## src/wino_settings.svh

```systemverilog
`ifndef WINO_SETTINGS_SVH
`define WINO_SETTINGS_SVH

// Element width for Winograd-domain products and every internal sum.
`define WINO_ELEM_W 30

// Quantized output format, bits [FRAC+OUT_W-1:FRAC] of a sum.
`define WINO_OUT_W 16
`define WINO_FRAC 8

// Row FIFO, a power of two.
`define WINO_FIFO_DEPTH 8
`define WINO_LVL_W ($clog2(`WINO_FIFO_DEPTH + 1))

// Wishbone word address width.
`define WINO_WB_AW 3

// Tile geometry for F(4x4,3x3).
`define WINO_TILE_N 6
`define WINO_OUT_N 4

`endif

```

## src/wino_pkg.sv

```systemverilog
`include "wino_settings.svh"

package wino_pkg;

	typedef logic signed [`WINO_ELEM_W-1:0] elem_t;

	typedef logic [`WINO_OUT_W-1:0] out_t;

	// Index c holds column c of the tile row.
	typedef elem_t [`WINO_TILE_N-1:0] row_t;

	typedef enum logic [1:0] {
		INV_COLLECT,
		INV_WAIT,
		INV_DRAIN
	} inv_state_t;

	typedef enum logic [`WINO_WB_AW-1:0] {
		REG_ELEM0 = 3'd0,
		REG_ELEM1 = 3'd1,
		REG_ELEM2 = 3'd2,
		REG_ELEM3 = 3'd3,
		REG_ELEM4 = 3'd4,
		REG_ELEM5 = 3'd5,
		REG_PUSH = 3'd6,
		REG_STATUS = 3'd7 // Read returns the FIFO level.
	} wb_reg_t;

endpackage

```

## src/wino_row_fifo.sv

```systemverilog
`timescale 1ns/1ps
`include "wino_settings.svh"

module wino_row_fifo #(
	parameter int DEPTH = `WINO_FIFO_DEPTH
) (
	input logic clk,
	input logic i_rst,
	input logic i_push_valid,
	input wino_pkg::row_t i_push_row,
	output logic o_push_ready,
	output logic o_valid,
	output wino_pkg::row_t o_row,
	input logic i_ready,
	output logic [$clog2(DEPTH + 1)-1:0] o_level
);

	localparam int AW = $clog2(DEPTH);

	wino_pkg::row_t mem [DEPTH];
	logic [AW-1:0] wr_ptr;
	logic [AW-1:0] rd_ptr;
	logic full;
	logic do_push;
	logic do_pop;

	assign full = (o_level == DEPTH);
	assign o_valid = (o_level != '0);
	assign o_row = mem[rd_ptr];

	// A full FIFO still takes a row when one leaves on the same edge.
	assign o_push_ready = ~full | i_ready;

	assign do_push = i_push_valid & o_push_ready;
	assign do_pop = o_valid & i_ready;

	always_ff @(posedge clk) begin
		if (do_push) begin
			mem[wr_ptr] <= i_push_row;
		end
	end

	always_ff @(posedge clk) begin
		if (i_rst) begin
			wr_ptr <= '0;
			rd_ptr <= '0;
			o_level <= '0;
		end else begin
			if (do_push) begin
				wr_ptr <= wr_ptr + 1'b1; // Pointers wrap since DEPTH is a power of two.
			end
			if (do_pop) begin
				rd_ptr <= rd_ptr + 1'b1;
			end
			if (do_push && !do_pop) begin
				o_level <= o_level + 1'b1;
			end else if (do_pop && !do_push) begin
				o_level <= o_level - 1'b1;
			end
		end
	end

endmodule

```

## config.mk

```make
export PLATFORM = sky130hd
export DESIGN_NAME = wino_row_fifo
export DESIGN_NICKNAME = d
export VERILOG_FILES = /design/src/wino_pkg.sv /design/src/wino_row_fifo.sv
export VERILOG_INCLUDE_DIRS = /design/src
export SDC_FILE = /design/constraint.sdc
export NUM_CORES = 1
export LEC_CHECK = 0
export BUFFER_PORTS_ARGS = -buffer_cell sky130_fd_sc_hd__clkbuf_2
export CAP_MARGIN = 20
export CELL_PAD_IN_SITES_DETAIL_PLACEMENT = 2
export CELL_PAD_IN_SITES_GLOBAL_PLACEMENT = 2
export CORE_ASPECT_RATIO = 1.75
export CORE_MARGIN = 2
export CORE_UTILIZATION = 40
export CTS_CLUSTER_DIAMETER = 200
export DETAILED_ROUTE_END_ITERATION = 10
export HOLD_SLACK_MARGIN = 0.05
export MAX_ROUTING_LAYER = met4
export PLACE_DENSITY_LB_ADDON = 0.1
export SLEW_MARGIN = 20
export SYNTH_ARGS = -nofsm -noshare
export SYNTH_HDL_FRONTEND = slang
export SYNTH_SLANG_ARGS = --single-unit
```

## constraint.sdc

```tcl
create_clock -name clk -period 22 [get_ports clk]
set_input_delay 4.4 -clock clk [delete_from_list [all_inputs] [get_ports clk]]
set_output_delay 4.4 -clock clk [all_outputs]
set_load 0.02 [all_outputs]
```

==> impl_metrics.py <==
metrics = {
    "routing": {
        "drt-met1-wl_um": 55550,
        "vias_per_cell": 5.339,
        "wl_met2_um": 65320,
        "top_layer_used": "met4",
        "wl_um": 131600,
        "drc_errors": 0,
        "drt.antenna.violating_nets": 0,
        "first_iter_violations": 1458,
        "firstDrtPassIters": 5,
        "wire_per_inst_um": 28.89,
        "vias": 24320,
        "wl_met3_um": 8428,
    },
    "hold_path": {
        "min_from": "rd_ptr[1]",
        "hp-class": "reg2reg",
    },
    "layout": {
        "layout_common_cells": "edfxtp_1 (1440), clkbuf_2 (369), mux4_2 (230)",
        "layout.nets": 2797,
        "area_growth_pct": 14.51,
        "final_common_cell": "edfxtp_1",
        "drive_gt1_frac": 0.3754,
    },
    "sta": {
        "final-setup-viol-count": 0,
        "slew_headroom": 0.2470,
        "max_freq_mhz": 103.5,
        "setup_tns_ns": 0,
        "maxSlewViolCount": 0,
        "tightest_slew_ns": 1.129,
        "fin_skew_ns": 0.03266,
        "period_minus_slack_ns": 9.661,
        "finalWorstSetupSlack_ns": 12.34,
        "hold_viol": 0,
        "rsz0062_at_grt": "false",
        "holdWs_ns": 0.4781,
        "fin_crit_sh": 0.4391,
    },
    "yosys": {
        "synth_nets": 2343,
        "synth-seq-area-share": 0.7858,
        "netlist.top_cell.by_area": "edfxtp_1",
        "synth_top_area_frac": 0.7811,
        "ys_seq_elements": 1453,
        "synthTopCellsByArea": "edfxtp_1 (78%), mux4_2 (9.4%), mux4_1 (6.2%)",
        "yosys_warnings": 0,
        "synth_cell_types": 30,
        "synthCells": 2153,
        "syn_avg_cell_area_um2": 25.71,
        "syn-cell-area_mm2": 0.05536,
    },
    "grt": {
        "track_usage": 0.1939,
        "grt_pass1_vias": 27720,
        "gr-total-overflow": 0,
        "grt_max_degree": 99,
        "grt_pass1_wl_um": 193000,
        "antenna_found_initial": 26,
    },
    "clock_tree": {
        "cts_htree_levels": 4,
        "postCtsResizedCells": 0,
        "post_cts_buffers": 0,
        "hold_buffers": 0,
        "worstSkewPairLatency_ns": 0.75,
        "clk_path_buf_depth": 3,
        "clk_transition_reported_paths_ns": 0.06,
        "clock_sinks": 1453,
        "cts-root-buf": "clkbuf_16",
        "cts_buffers": 140,
        "tritoncts": "done",
    },
    "worst_setup_path": {
        "cp-end-kind": "output port",
        "required_ns": 17.60,
        "setup.worst_path.class": "reg2out",
        "critPathLaunchType": "register",
        "r2r-start": "o_level[0]",
        "cp_data_arrival_time_ns": 5.26,
        "cp_max_fo": 52,
    },
    "place": {
        "placement.io_buffers": 369,
        "dp_slack_ns": 12.47,
        "place.gp.congestion": 0.6999,
        "dp_hpwl_um": 72820,
    },
    "outcome": {
        "status": "finished clean",
    },
    "power": {
        "cellPowerDensity_mw_per_mm2": 111.6,
        "leakage_nw": 20.20,
        "irDropWorstVdd_mv": 0.1034,
    },
    "die": {
        "core_mm2": 0.1374,
        "die_w_um": 285.2,
        "dieArea_mm2": 0.1415,
        "die_h_um": 496.1,
        "start_util": 0.4030,
        "io_pins": 370,
        "fp-row-count": 180,
    },
    "run": {
        "maxCapViolCount": 0,
    },
}
==> critical path, stage by stage, from the launching register on <==
cell      delay, ns
dfxtp_4        0.85
buf_6          0.65
buf_4          0.84
buf_4          0.85
mux4_1         0.66
mux2_2         0.28
clkbuf_2       0.15
==> final timing paths <==
| kind | end | slack, ns | depth (start not counted) |
|---|---|---|---|
| setup / recovery | o_row[63] | 12.34 | 6 |
| hold / removal | register | 0.48 | 2 |
| setup reg to reg | mem[3][146] | 17.73 | 7 |
| hold reg to reg | register | 0.48 | 2 |
==> kinds of logic (layout without fill, tap and decap cells) <==
logic type               Yosys count  count (layout)  synth area share
adder cells (fa/ha/maj)            6               6          0.001492
AO/OA/AOI/OAI                      8               8         0.0008817
XOR/XNOR                           5               5         0.0007910
other                              0              26                 0
flip-flops                      1453            1453            0.7858
AND/OR/NAND/NOR                   35              35          0.002916
multiplexers                     543             543            0.1925
buffers and inverters            103             659           0.01564
==> flip-flops by register name, indices dropped and copies added, names as in the netlist, named ones only <==
name,flops
mem,1440
rd_ptr,3
o_level,4
wr_ptr,3
==> synthesized netlist by cell type <==
library cell     n
mux4_1         130
or4_1            1
buf_6           12
edfxtp_1      1440
xor2_1           4
nor2_1          17
buf_1            9
dfxtp_1         13
nand3_1          3
o21a_1           1
mux2i_1          2
fa_1             1
inv_1            1
buf_2           25
xnor2_1          1
nand2b_1         5
o211ai_1         1
ha_1             5
or3_1            1
clkbuf_1        34
nand2_1          4
mux4_2         230
mux2_2         181
a21oi_1          4
nor2b_1          1
a211oi_1         1
nor3_1           2
or2_2            1
buf_12          22
a31oi_1          1
==> metrics by stage <==
step | instances | util | total power [W] | area [um2]
after global routing | 4555 | 0.4614 | 0.007370 | 63390
after detailed placement | 4285 | 0.4301 | 0.004898 | 59080
final | 4555 | 0.4614 | 0.007073 | 63390
after floorplan | 2153 | - | 0.004505 | 55360
after CTS | 4529 | 0.4609 | 0.007203 | 63320
after global placement | 4284 | 0.4299 | 0.004849 | 59050
==> layer usage <==
metal  vias up  GRT usage
li1      10340          -
met2       582     0.3148
met4         0    0.04981
met1     13240     0.2410
met5         -          -
met3       158    0.05413
==> layout make-up <==
cell class,instances,area (um2)
diodes,26,65.06
clock buffers,171,3747
clock inverters,73,495.5
fillers,12190,73990
inverters,1,3.754
multi-input cells,597,11050
flip-flops and latches,1453,43510
well taps,1820,2277
repair buffers,414,2246
==> where the power goes <==
group | total, W | switching, W | internal [W]
sequential | 0.00322 | 0.0000597 | 0.00316
clock | 0.00228 | 0.00101 | 0.00127
combinational | 0.00158 | 0.000857 | 0.000722
Note: power is estimated with default switching activity, not from simulation.
