**src/wino_settings.svh**
```systemverilog
`ifndef WINO_SETTINGS_SVH
`define WINO_SETTINGS_SVH

// Element width for Winograd-domain products and every internal sum.
`define WINO_ELEM_W 30

// Quantized output format, bits [FRAC+OUT_W-1:FRAC] of a sum.
`define WINO_OUT_W 16
`define WINO_FRAC 8

// Row FIFO, a power of two.
`define WINO_FIFO_DEPTH 8
`define WINO_LVL_W ($clog2(`WINO_FIFO_DEPTH + 1))

// Wishbone word address width.
`define WINO_WB_AW 3

// Tile geometry for F(4x4,3x3).
`define WINO_TILE_N 6
`define WINO_OUT_N 4

`endif

```
**src/wino_pkg.sv**
```systemverilog
`include "wino_settings.svh"

package wino_pkg;

	typedef logic signed [`WINO_ELEM_W-1:0] elem_t;

	typedef logic [`WINO_OUT_W-1:0] out_t;

	// Index c holds column c of the tile row.
	typedef elem_t [`WINO_TILE_N-1:0] row_t;

	typedef enum logic [1:0] {
		INV_COLLECT,
		INV_WAIT,
		INV_DRAIN
	} inv_state_t;

	typedef enum logic [`WINO_WB_AW-1:0] {
		REG_ELEM0 = 3'd0,
		REG_ELEM1 = 3'd1,
		REG_ELEM2 = 3'd2,
		REG_ELEM3 = 3'd3,
		REG_ELEM4 = 3'd4,
		REG_ELEM5 = 3'd5,
		REG_PUSH = 3'd6,
		REG_STATUS = 3'd7 // Read returns the FIFO level.
	} wb_reg_t;

endpackage

```
**src/wino_wb_writer.sv**
```systemverilog
`timescale 1ns/1ps
`include "wino_settings.svh"

module wino_wb_writer (
	input logic clk,
	input logic i_rst,
	input logic i_wb_cyc,
	input logic i_wb_stb,
	input logic i_wb_we,
	input logic [`WINO_WB_AW-1:0] i_wb_adr,
	input logic [31:0] i_wb_dat,
	output logic [31:0] o_wb_dat,
	output logic o_wb_ack,
	output logic o_push_valid,
	output wino_pkg::row_t o_push_row,
	input logic i_push_ready,
	input logic [`WINO_LVL_W-1:0] i_level
);

	wino_pkg::wb_reg_t reg_sel;
	wino_pkg::row_t asm_row;
	logic access;

	assign reg_sel = wino_pkg::wb_reg_t'(i_wb_adr);

	// A new access is taken only once the previous ack has gone.
	assign access = i_wb_cyc & i_wb_stb & ~o_wb_ack & ~o_push_valid;

	////////////////////////////////////////////////////////////////////////////
	// Handshake control
	////////////////////////////////////////////////////////////////////////////

	always_ff @(posedge clk) begin
		if (i_rst) begin
			o_wb_ack <= 1'b0;
			o_push_valid <= 1'b0;
		end else begin
			o_wb_ack <= 1'b0;
			if (o_push_valid) begin
				// PUSH is held open until the FIFO takes the row.
				if (i_push_ready) begin
					o_push_valid <= 1'b0;
					o_wb_ack <= 1'b1;
				end
			end else if (access) begin
				if (i_wb_we && reg_sel == wino_pkg::REG_PUSH) begin
					o_push_valid <= 1'b1;
				end else begin
					o_wb_ack <= 1'b1;
				end
			end
		end
	end

	////////////////////////////////////////////////////////////////////////////
	// Row assembly and read data
	////////////////////////////////////////////////////////////////////////////

	always_ff @(posedge clk) begin
		if (access) begin
			o_wb_dat <= '0;
			if (i_wb_we) begin
				case (reg_sel)
					wino_pkg::REG_ELEM0,
					wino_pkg::REG_ELEM1,
					wino_pkg::REG_ELEM2,
					wino_pkg::REG_ELEM3,
					wino_pkg::REG_ELEM4,
					wino_pkg::REG_ELEM5: begin
						asm_row[i_wb_adr] <= i_wb_dat[`WINO_ELEM_W-1:0];
					end
					wino_pkg::REG_PUSH: begin
						o_push_row <= asm_row; // Copy frees asm_row for the next row.
					end
					default: begin
					end
				endcase
			end else if (reg_sel == wino_pkg::REG_STATUS) begin
				o_wb_dat <= {{(32 - `WINO_LVL_W){1'b0}}, i_level};
			end
		end
	end

endmodule

```
**config.mk**
```make
export PLATFORM = sky130hd
export DESIGN_NAME = wino_wb_writer
export DESIGN_NICKNAME = d
export VERILOG_FILES = /design/src/wino_pkg.sv /design/src/wino_wb_writer.sv
export VERILOG_INCLUDE_DIRS = /design/src
export SDC_FILE = /design/constraint.sdc
export NUM_CORES = 1
export LEC_CHECK = 0
export BUFFER_PORTS_ARGS = -buffer_cell sky130_fd_sc_hd__buf_4
export CAP_MARGIN = 20
export CORE_MARGIN = 4
export CORE_UTILIZATION = 50
export DETAILED_ROUTE_END_ITERATION = 10
export GPL_TIMING_DRIVEN = 0
export PLACE_DENSITY = 0.78
export SLEW_MARGIN = 20
export SYNTH_ARGS = -nofsm -noshare
export SYNTH_HDL_FRONTEND = slang
export SYNTH_SLANG_ARGS = --single-unit
```
**constraint.sdc**
```tcl
create_clock -name clk -period 7.5 [get_ports clk]
set_input_delay 0.75 -clock clk [delete_from_list [all_inputs] [get_ports clk]]
set_output_delay 0.75 -clock clk [all_outputs]
set_load 0.05 [all_outputs]
```
==> qor.yml <==
status: "finished, final reports clean"
synth_area_um2: 11370
grt_pass1_vias: 5487
peakVddDrop_uv: 251.8
comb_power_share: 0.030
final_cell_mix: "364 x edfxtp_1, 263 x buf_4, 37 x clkbuf_16, 28 x conb_1, 27 x buf_2"
grt_overflow_total: 0
rows: 54
synth_area_leader_cell: "edfxtp_1"
fin_crit_ns: 2.552
holdPathEnd: "o_push_row[144]"
avgSynthCellArea_um2: 27.08
r2r_slack_ns: 4.95
whs_path_depth: 0
final_common_cell: "edfxtp_1"
viasPerCell: 4.829
tns_ns: 0
ctsHoldBuffers: 0
dp_hpwl_um: 15600
fin_ws_ns: 4.948
core_um2: 22090
diodes: 0
arrival_ns: 2.75
syn-instance-count: 420
p_seq_frac: 0.555
port_buffers: 228
min_path_type: "register to register"
yosysUniqueCellTypes: 19
cp_slowest_cell: "nor4b_2"
layout-drive-gt1-share: 0.4567
grt_max_degree: 22
drt_first_iter_violations: 327
critPathMaxFanout: 8
synth-seq-cells: 366
n_fill_cell: 1333
maxSlewHeadroom: 0.3773
firstDrtPassIters: 4
layoutNonFillerInstCount: 1066
drcViolationCount: 0
worstSetupPathType: "register to register"
start_util: 0.5147
ys_seq_area_frac: 0.9647
post_cts_buffers: 0
max_freq_mhz: 391.9
cts_resized: 0
synthTopCellsByArea: "edfxtp_1 96%, buf_4 1.8%, dfxtp_1 0.35%"
ant_nets: 0
drv_cap: 0
wire_per_inst_um: 20.59
die_x_um: 158.8
num_vias: 5148
cp_slowest_stage_delay_ns: 0.81
routed_wl_um: 21940
worstSetupEndpointType: "register"
dp.cells: 1001
crit_path_start_kind: "register"
die_area_um2: 25220
crit_top_cell: "buf_2"
synth_top_area_frac: 0.9612
worst_slew_pin_slew_ns: 0.9316
yosysWarnings: 0
pin_count: 259
die_h_um: 158.8
cell_internal_pwr_mw: 3.264
syn2layout_area_growth_pct: 32.34
cts_max_path_buffers: 3
dpl_worst_slack_ns: 4.503
cts-htree-levels: 2
r2r-start: "o_wb_ack"
sw_frac_of_total: 0.1959
period_share: 0.3402
hold_viol: 0
p_leak_nw: 5.527
cp_num_buf_inv: 4
final_nets: 804
cts_tree: "yes"
antenna_found_initial: 0
setup_violations: 0
cts_sinks: 366
grtUsageTotal: 0.1697
hold_path_startpoint: "asm_row[144]"
cp_data_required_time_ns: 7.70
cts_made_buffers: 36
finClkSkew_ns: 0.007802
rsz0062_at_grt: "no"
path_clk_slew_ns: 0.06
cts_root_buffer: "clkbuf_16"
p_switching_mw: 0.7951
clk_latency_ns: 0.50
drv_slew: 0
gp_congestion: 0.7754
r2r_cells: 6
grt_first_pass_wirelength_um: 32950
cp_top_family: "simple AND/OR/NAND/NOR gates"
cp_cell_sequence: "nand4bb_4, buf_6, nor4b_2, buf_2, buf_4, buf_2"
p_per_area_nw_per_um2: 269.7
r2r_end: "asm_row[107]"
clockPowerShare: 0.415
## power by group through the flow
stage | clock network [mW] | registers (mW) | logic [mW]
after floorplan | 0 | 2.32 | 0.0517
after global placement | 0 | 2.30 | 0.113
after detailed placement | 0 | 2.30 | 0.122
after CTS | 1.72 | 2.25 | 0.122
after global routing | 1.82 | 2.25 | 0.130
final | 1.68 | 2.25 | 0.124
## through the flow
step	utilization	hold slack [ns]	power (mW)	cell area (um2)
3_3_place_gp	0.6126	0.4013	2.410	13540
4_1_cts	0.6812	0.3897	4.097	15050
3_5_place_dp	0.6306	0.4045	2.418	13930
6_report	0.6812	0.4131	4.059	15050
5_1_grt	0.6812	0.3922	4.200	15050
2_1_floorplan	-	0.4003	2.370	11470
## synth_stat cells, drive strengths merged
cell type and number:
buf 29, edfxtp 364, nand4bb 1, nor4 4, o21ai 1, a21oi 1
and2b 1, inv 3, nor4b 1, and2 4, nand2b 2, nor3 2
o21ba 1, dfxtp 2, nand2 2, conb 1, and4b 1
## cell type report
| type | instances | area, um2 | area share |
|---|---|---|---|
| Buffer | 29 | 221.5 | 0.01472 |
| Clock buffer | 45 | 955.9 | 0.06352 |
| Clock inverter | 20 | 161.4 | 0.01073 |
| Inverter | 3 | 11.26 | 0.0007483 |
| Multi-Input combinational cell | 49 | 306.5 | 0.02037 |
| Sequential cell | 366 | 10970 | 0.7290 |
| Tap cell | 280 | 350.3 | 0.02328 |
| Timing Repair Buffer | 274 | 2072 | 0.1377 |
## routing by layer
layer  up-vias  part of all wire  track usage
li1       2304                 -            -
met1      2560              0.38       0.2038
met2       244              0.51       0.2939
met3        40             0.089      0.06169
met4         0             0.021      0.04497
met5         -                 0            0
## sequential cells by signal, indices dropped and copies added (netlist names)
register and flops:
asm_row 180, o_push_row 180, o_wb_dat 4, o_push_valid 1, o_wb_ack 1
## worst reg2reg max path, delay by kind of cell (launching register included)
kind | cells | cell delay (ns)
flip-flops | 1 | 0.31
buffers and inverters | 4 | 0.93
AND/OR/NAND/NOR | 2 | 1.02
## logic make-up (layout without fill, tap and decap cells)
logic type	after synthesis	after routing	share of synthesized area
buffers and inverters	32	371	0.02046
and+or+nand+nor	18	18	0.01276
DFF	366	366	0.9647
AOI/OAI and AO/OA	3	3	0.001760
other	1	28	0.0003298
## worst max path at each step
stage              from  cells after the start       endpoint
2_1_floorplan  i_wb_stb                      3  o_push_row[0]
6_report       o_wb_ack                      6   asm_row[107]
3_5_place_dp   i_wb_stb                      7    asm_row[97]
5_1_grt        o_wb_ack                      6   asm_row[107]
4_1_cts        o_wb_ack                      6   asm_row[107]
3_3_place_gp   i_wb_stb                      4    asm_row[97]
(Power assumes the default switching activity.)
