### config.mk
export PLATFORM = sky130hd
export DESIGN_NAME = inverse_winograd
export DESIGN_NICKNAME = d
export VERILOG_FILES = /design/src/wino_pkg.sv /design/src/wino_adder_tree.sv /design/src/inverse_winograd.sv
export VERILOG_INCLUDE_DIRS = /design/src
export SDC_FILE = /design/constraint.sdc
export NUM_CORES = 2
export LEC_CHECK = 0
export BUFFER_PORTS_ARGS = -buffer_cell sky130_fd_sc_hd__buf_4
export CAP_MARGIN = 20
export CORE_ASPECT_RATIO = 0.9
export CORE_UTILIZATION = 58
export CTS_CLUSTER_SIZE = 28
export DETAILED_ROUTE_END_ITERATION = 10
export GPL_ROUTABILITY_DRIVEN = 0
export GPL_TIMING_DRIVEN = 0
export PLACE_DENSITY = 0.81
export SETUP_SLACK_MARGIN = 0.1
export SLEW_MARGIN = 20
export SYNTH_ARGS = -nofsm -noshare
export SYNTH_HDL_FRONTEND = slang
export SYNTH_HIERARCHICAL = 1
export SYNTH_SLANG_ARGS = --single-unit
### constraint.sdc
create_clock -name clk -period 8.7 [get_ports clk]
set_input_delay 1.305 -clock clk [delete_from_list [all_inputs] [get_ports clk]]
set_output_delay 1.305 -clock clk [all_outputs]
set_load 0.005 [all_outputs]
### src/wino_settings.svh
`ifndef WINO_SETTINGS_SVH
`define WINO_SETTINGS_SVH

// Element width for Winograd-domain products and every internal sum.
`define WINO_ELEM_W 30

// Quantized output format, bits [FRAC+OUT_W-1:FRAC] of a sum.
`define WINO_OUT_W 16
`define WINO_FRAC 8

// Row FIFO, a power of two.
`define WINO_FIFO_DEPTH 8
`define WINO_LVL_W ($clog2(`WINO_FIFO_DEPTH + 1))

// Wishbone word address width.
`define WINO_WB_AW 3

// Tile geometry for F(4x4,3x3).
`define WINO_TILE_N 6
`define WINO_OUT_N 4

`endif

### src/wino_pkg.sv
`include "wino_settings.svh"

package wino_pkg;

	typedef logic signed [`WINO_ELEM_W-1:0] elem_t;

	typedef logic [`WINO_OUT_W-1:0] out_t;

	// Index c holds column c of the tile row.
	typedef elem_t [`WINO_TILE_N-1:0] row_t;

	typedef enum logic [1:0] {
		INV_COLLECT,
		INV_WAIT,
		INV_DRAIN
	} inv_state_t;

	typedef enum logic [`WINO_WB_AW-1:0] {
		REG_ELEM0 = 3'd0,
		REG_ELEM1 = 3'd1,
		REG_ELEM2 = 3'd2,
		REG_ELEM3 = 3'd3,
		REG_ELEM4 = 3'd4,
		REG_ELEM5 = 3'd5,
		REG_PUSH = 3'd6,
		REG_STATUS = 3'd7 // Read returns the FIFO level.
	} wb_reg_t;

endpackage

### src/wino_adder_tree.sv
`timescale 1ns/1ps

module wino_adder_tree (
	input logic clk,
	input wino_pkg::elem_t i_d0,
	input wino_pkg::elem_t i_d1,
	input wino_pkg::elem_t i_d2,
	input wino_pkg::elem_t i_d3,
	input wino_pkg::elem_t i_d4,
	input wino_pkg::elem_t i_d5,
	output wino_pkg::elem_t o_sum
);

	wino_pkg::elem_t s1_a;
	wino_pkg::elem_t s1_b;
	wino_pkg::elem_t s1_c;
	wino_pkg::elem_t s2_a;
	wino_pkg::elem_t s2_b;

	// Three pairs, then two, then one. All sums wrap at the element width.
	always_ff @(posedge clk) begin
		s1_a <= i_d0 + i_d1;
		s1_b <= i_d2 + i_d3;
		s1_c <= i_d4 + i_d5;

		s2_a <= s1_a + s1_b;
		s2_b <= s1_c; // Balancing stage for the odd pair.

		o_sum <= s2_a + s2_b;
	end

endmodule

### src/inverse_winograd.sv
`timescale 1ns/1ps
`include "wino_settings.svh"

module inverse_winograd (
	input logic clk,
	input logic i_rst,
	input logic i_valid,
	input wino_pkg::row_t i_row,
	output logic o_ready,
	output logic o_valid,
	output wino_pkg::out_t o_result_0,
	output wino_pkg::out_t o_result_1,
	output wino_pkg::out_t o_result_2,
	output wino_pkg::out_t o_result_3
);

	// Tree inputs for output index k of A^T applied to a six-vector.
	function automatic wino_pkg::row_t at_terms(input wino_pkg::row_t v, input int unsigned k);
		wino_pkg::row_t t;
		t = '0;
		case (k)
			0: begin
				t[0] = v[0];
				t[1] = v[1];
				t[2] = v[2];
				t[3] = v[3];
				t[4] = v[4];
			end
			1: begin
				t[1] = v[1];
				t[2] = -v[2];
				t[3] = v[3] <<< 1;
				t[4] = -(v[4] <<< 1);
			end
			2: begin
				t[1] = v[1];
				t[2] = v[2];
				t[3] = v[3] <<< 2;
				t[4] = v[4] <<< 2;
			end
			default: begin
				t[1] = v[1];
				t[2] = -v[2];
				t[3] = v[3] <<< 3;
				t[4] = -(v[4] <<< 3);
				t[5] = v[5];
			end
		endcase
		return t;
	endfunction

	// ReLU, then keep the integer and fraction bits without saturation.
	function automatic wino_pkg::out_t quantize(input wino_pkg::elem_t s);
		if (s[`WINO_ELEM_W-1]) begin
			return '0;
		end
		return s[`WINO_FRAC +: `WINO_OUT_W];
	endfunction

	wino_pkg::inv_state_t state;
	logic [$clog2(`WINO_TILE_N)-1:0] row_cnt;
	logic [2:0] drain_cnt;
	logic [2:0] rv;
	logic [$clog2(`WINO_TILE_N)-1:0] ridx [3];
	logic [2:0] col_v;
	wino_pkg::elem_t store [`WINO_TILE_N][`WINO_OUT_N];
	wino_pkg::row_t row_terms [`WINO_OUT_N];
	wino_pkg::elem_t row_sum [`WINO_OUT_N];
	wino_pkg::row_t col_vec;
	wino_pkg::row_t col_terms [`WINO_OUT_N];
	wino_pkg::elem_t col_sum [`WINO_OUT_N];

	assign o_ready = (state == wino_pkg::INV_COLLECT);

	//////////////////////////////////////////////////////////////////////////
	// Row pass. Store row r holds (M A)[r][0..3].
	//////////////////////////////////////////////////////////////////////////

	for (genvar g = 0; g < `WINO_OUT_N; g++) begin : g_row_pass
		assign row_terms[g] = at_terms(i_row, g);
		wino_adder_tree u_tree (
			.clk(clk),
			.i_d0(row_terms[g][0]),
			.i_d1(row_terms[g][1]),
			.i_d2(row_terms[g][2]),
			.i_d3(row_terms[g][3]),
			.i_d4(row_terms[g][4]),
			.i_d5(row_terms[g][5]),
			.o_sum(row_sum[g])
		);
	end

	always_ff @(posedge clk) begin
		ridx[0] <= row_cnt;
		ridx[1] <= ridx[0];
		ridx[2] <= ridx[1];
		if (rv[2]) begin
			for (int c = 0; c < `WINO_OUT_N; c++) begin
				store[ridx[2]][c] <= row_sum[c];
			end
		end
	end

	//////////////////////////////////////////////////////////////////////////
	// Control
	//////////////////////////////////////////////////////////////////////////

	always_ff @(posedge clk) begin
		if (i_rst) begin
			state <= wino_pkg::INV_COLLECT;
			row_cnt <= '0;
			drain_cnt <= '0;
			rv <= '0;
		end else begin
			rv <= {rv[1:0], i_valid & o_ready};
			case (state)
				wino_pkg::INV_COLLECT: begin
					if (i_valid) begin
						if (row_cnt == `WINO_TILE_N - 1) begin
							row_cnt <= '0;
							state <= wino_pkg::INV_WAIT;
						end else begin
							row_cnt <= row_cnt + 1'b1;
						end
					end
				end
				wino_pkg::INV_WAIT: begin
					if (rv == '0) begin // Sixth row has landed in the store.
						drain_cnt <= '0;
						state <= wino_pkg::INV_DRAIN;
					end
				end
				default: begin
					// Columns go out on counts 0..3, then wait for the last beat.
					drain_cnt <= drain_cnt + 1'b1;
					if (drain_cnt == 3'd7) begin
						state <= wino_pkg::INV_COLLECT;
					end
				end
			endcase
		end
	end

	//////////////////////////////////////////////////////////////////////////
	// Column pass and output stage
	//////////////////////////////////////////////////////////////////////////

	always_comb begin
		for (int r = 0; r < `WINO_TILE_N; r++) begin
			col_vec[r] = store[r][drain_cnt[1:0]];
		end
	end

	for (genvar g = 0; g < `WINO_OUT_N; g++) begin : g_col_pass
		assign col_terms[g] = at_terms(col_vec, g);
		wino_adder_tree u_tree (
			.clk(clk),
			.i_d0(col_terms[g][0]),
			.i_d1(col_terms[g][1]),
			.i_d2(col_terms[g][2]),
			.i_d3(col_terms[g][3]),
			.i_d4(col_terms[g][4]),
			.i_d5(col_terms[g][5]),
			.o_sum(col_sum[g])
		);
	end

	always_ff @(posedge clk) begin
		if (i_rst) begin
			col_v <= '0;
			o_valid <= 1'b0;
		end else begin
			col_v <= {col_v[1:0], (state == wino_pkg::INV_DRAIN) & ~drain_cnt[2]};
			o_valid <= col_v[2]; // Matches the three tree stages.
		end
	end

	always_ff @(posedge clk) begin
		o_result_0 <= quantize(col_sum[0]);
		o_result_1 <= quantize(col_sum[1]);
		o_result_2 <= quantize(col_sum[2]);
		o_result_3 <= quantize(col_sum[3]);
	end

endmodule

==> results.ini <==
[outcome]
outcome = finished clean

[pwr]
leakage_uw = 0.0553
peakVddDrop_mv = 0.193
powerDensity_mw_per_mm2 = 271

[cts]
clock_latency_ns = 0.88
cts-root-buf = clkbuf_16
htreeDepth = 4
cts.sinks = 2196
cts_setup_buffers = 0
hold_buffers = 0
cts_tree = done
path_clk_slew_ns = 0.06
clockBufferDepth = 3
cts_buffers = 207
ctsResizeCount = 0

[timing]
maxSlewHeadroom = 0.152
worst_slack_ns = 0.442
fin_worst_skew_ns = 0.0494
fin_crit_sh = 0.949
tightest_slew_ns = 1.27
slew_violations = 0
setup_viol_count_final = 0
rsz0062_at_grt = no
tns_ns = 0
max_freq_mhz = 121
fin_crit_ns = 8.26
hold_violations = 0

[floorplan]
die_h_um = 429
initial_core_util = 0.584
die_w_um = 476
ios = 249
die_area_mm2 = 0.204
core_area_mm2 = 0.201
rows = 156

[global_route]
grt_pass1_wl_mm = 530
antenna_found_initial = 38
track_usage = 0.344
grt_max_degree = 29
grt_overflow = 0
grt_pass1_vias = 91700

[layout]
area_delta_synth_final_pct = 12.8
mostFrequentLayoutCell = dfxtp_1
largest_register_ffs = 720
final_cell_mix = dfxtp_1 (1,476), ha_1 (1,166), a21oi_1 (1,009)
nets = 13300
drive_above_1_share = 0.0940

[worst_setup_path]
cp.arrival_ns = 8.99
worstSetupPathType = reg2reg
crit_fanout = 10
cp.required_ns = 9.43
start_kind = register
cp-end-kind = register

[placed_design]
dpl.hpwl_mm = 270
io_buffers = 248
dp_slack_ns = 1.43

[synthesis]
syn_inst = 11000
syn_area_mm2 = 0.117
yosysWarnings = 6
syn_avg_cell_area_um2 = 10.6

[drt]
drc = 0
post_drt_wl_per_cell_um = 24.5
firstDrtPassIters = 9
vias = 94700
drtAntennaViolNets = 0
drt-initial-drc-count = 11100
vias_per_cell = 6.39
wl_mm = 362

[min_path]
hp-class = reg2reg

[flow_run]
maxCapViolations = 0

final cells by class:
| cell class | count | area (um^2) |
|---|---|---|
| antenna | 15 | 37.5 |
| buffer | 249 | 1090 |
| clock buffer | 269 | 5950 |
| clock inverter | 122 | 1550 |
| fill | 14300 | 68600 |
| inverter | 353 | 1330 |
| multi-input combinational | 8636 | 65300 |
| sequential | 2196 | 51200 |
| tap | 2686 | 3360 |
| timing repair buffer | 283 | 2520 |
worst max-delay path, stage by stage (launching register included):
cell	delay [ns]
dfxtp_1	0.71
buf_2	0.45
buf_2	0.53
buf_2	0.64
buf_2	0.41
clkbuf_1	0.97
mux4_2	0.62
ha_1	0.30
inv_1	0.09
fa_1	0.43
nor2b_1	0.18
o21a_1	0.22
o211ai_1	0.17
a31oi_1	0.61
o21ai_0	0.44
o21ai_0	0.57
a41oi_1	0.31
xnor2_1	0.44
power breakdown:
group,internal [uW],total [uW],switching [uW]
clock network,5630,9780,4150
registers,13100,14600,1520
logic,4540,11400,6890
routing by layer:
layer  track usage  wire length [um]  vias to the layer above
met5             0               213                        -
met4         0.273             34200                       34
met3        0.0785             35300                     1649
met2         0.570            167000                     6153
met1         0.379            126000                    44400
li1              -                 -                    42500
through the flow:
stage                     std cells  instance area (um^2)  utilization  hold WS [ns]  total power [uW]
after CTS                     14800                132000        0.658         0.321             35300
after global placement        14400                124000        0.617         0.310             24900
final                         14800                132000        0.659         0.316             35800
after floorplan               11400                119000            -         0.310             21700
after global routing          14800                132000        0.658         0.314             37200
after detailed placement      14400                125000        0.621         0.312             25400
path summary, 6_finish.rpt:
| check | from | to | slack (ns) | cells after the start |
|---|---|---|---|---|
| hold / removal | g_col_pass[1].u_tree/s1_c[14] | g_col_pass[1].u_tree/s2_b[14] | 0.32 | 0 |
| setup reg to reg | drain_cnt[1] | g_col_pass[0].u_tree/s1_a[16] | 0.44 | 17 |
| setup / recovery | drain_cnt[1] | g_col_pass[0].u_tree/s1_a[16] | 0.44 | 17 |
| hold reg to reg | g_col_pass[1].u_tree/s1_c[14] | g_col_pass[1].u_tree/s2_b[14] | 0.32 | 0 |
Power figures use the tool's default switching activity.
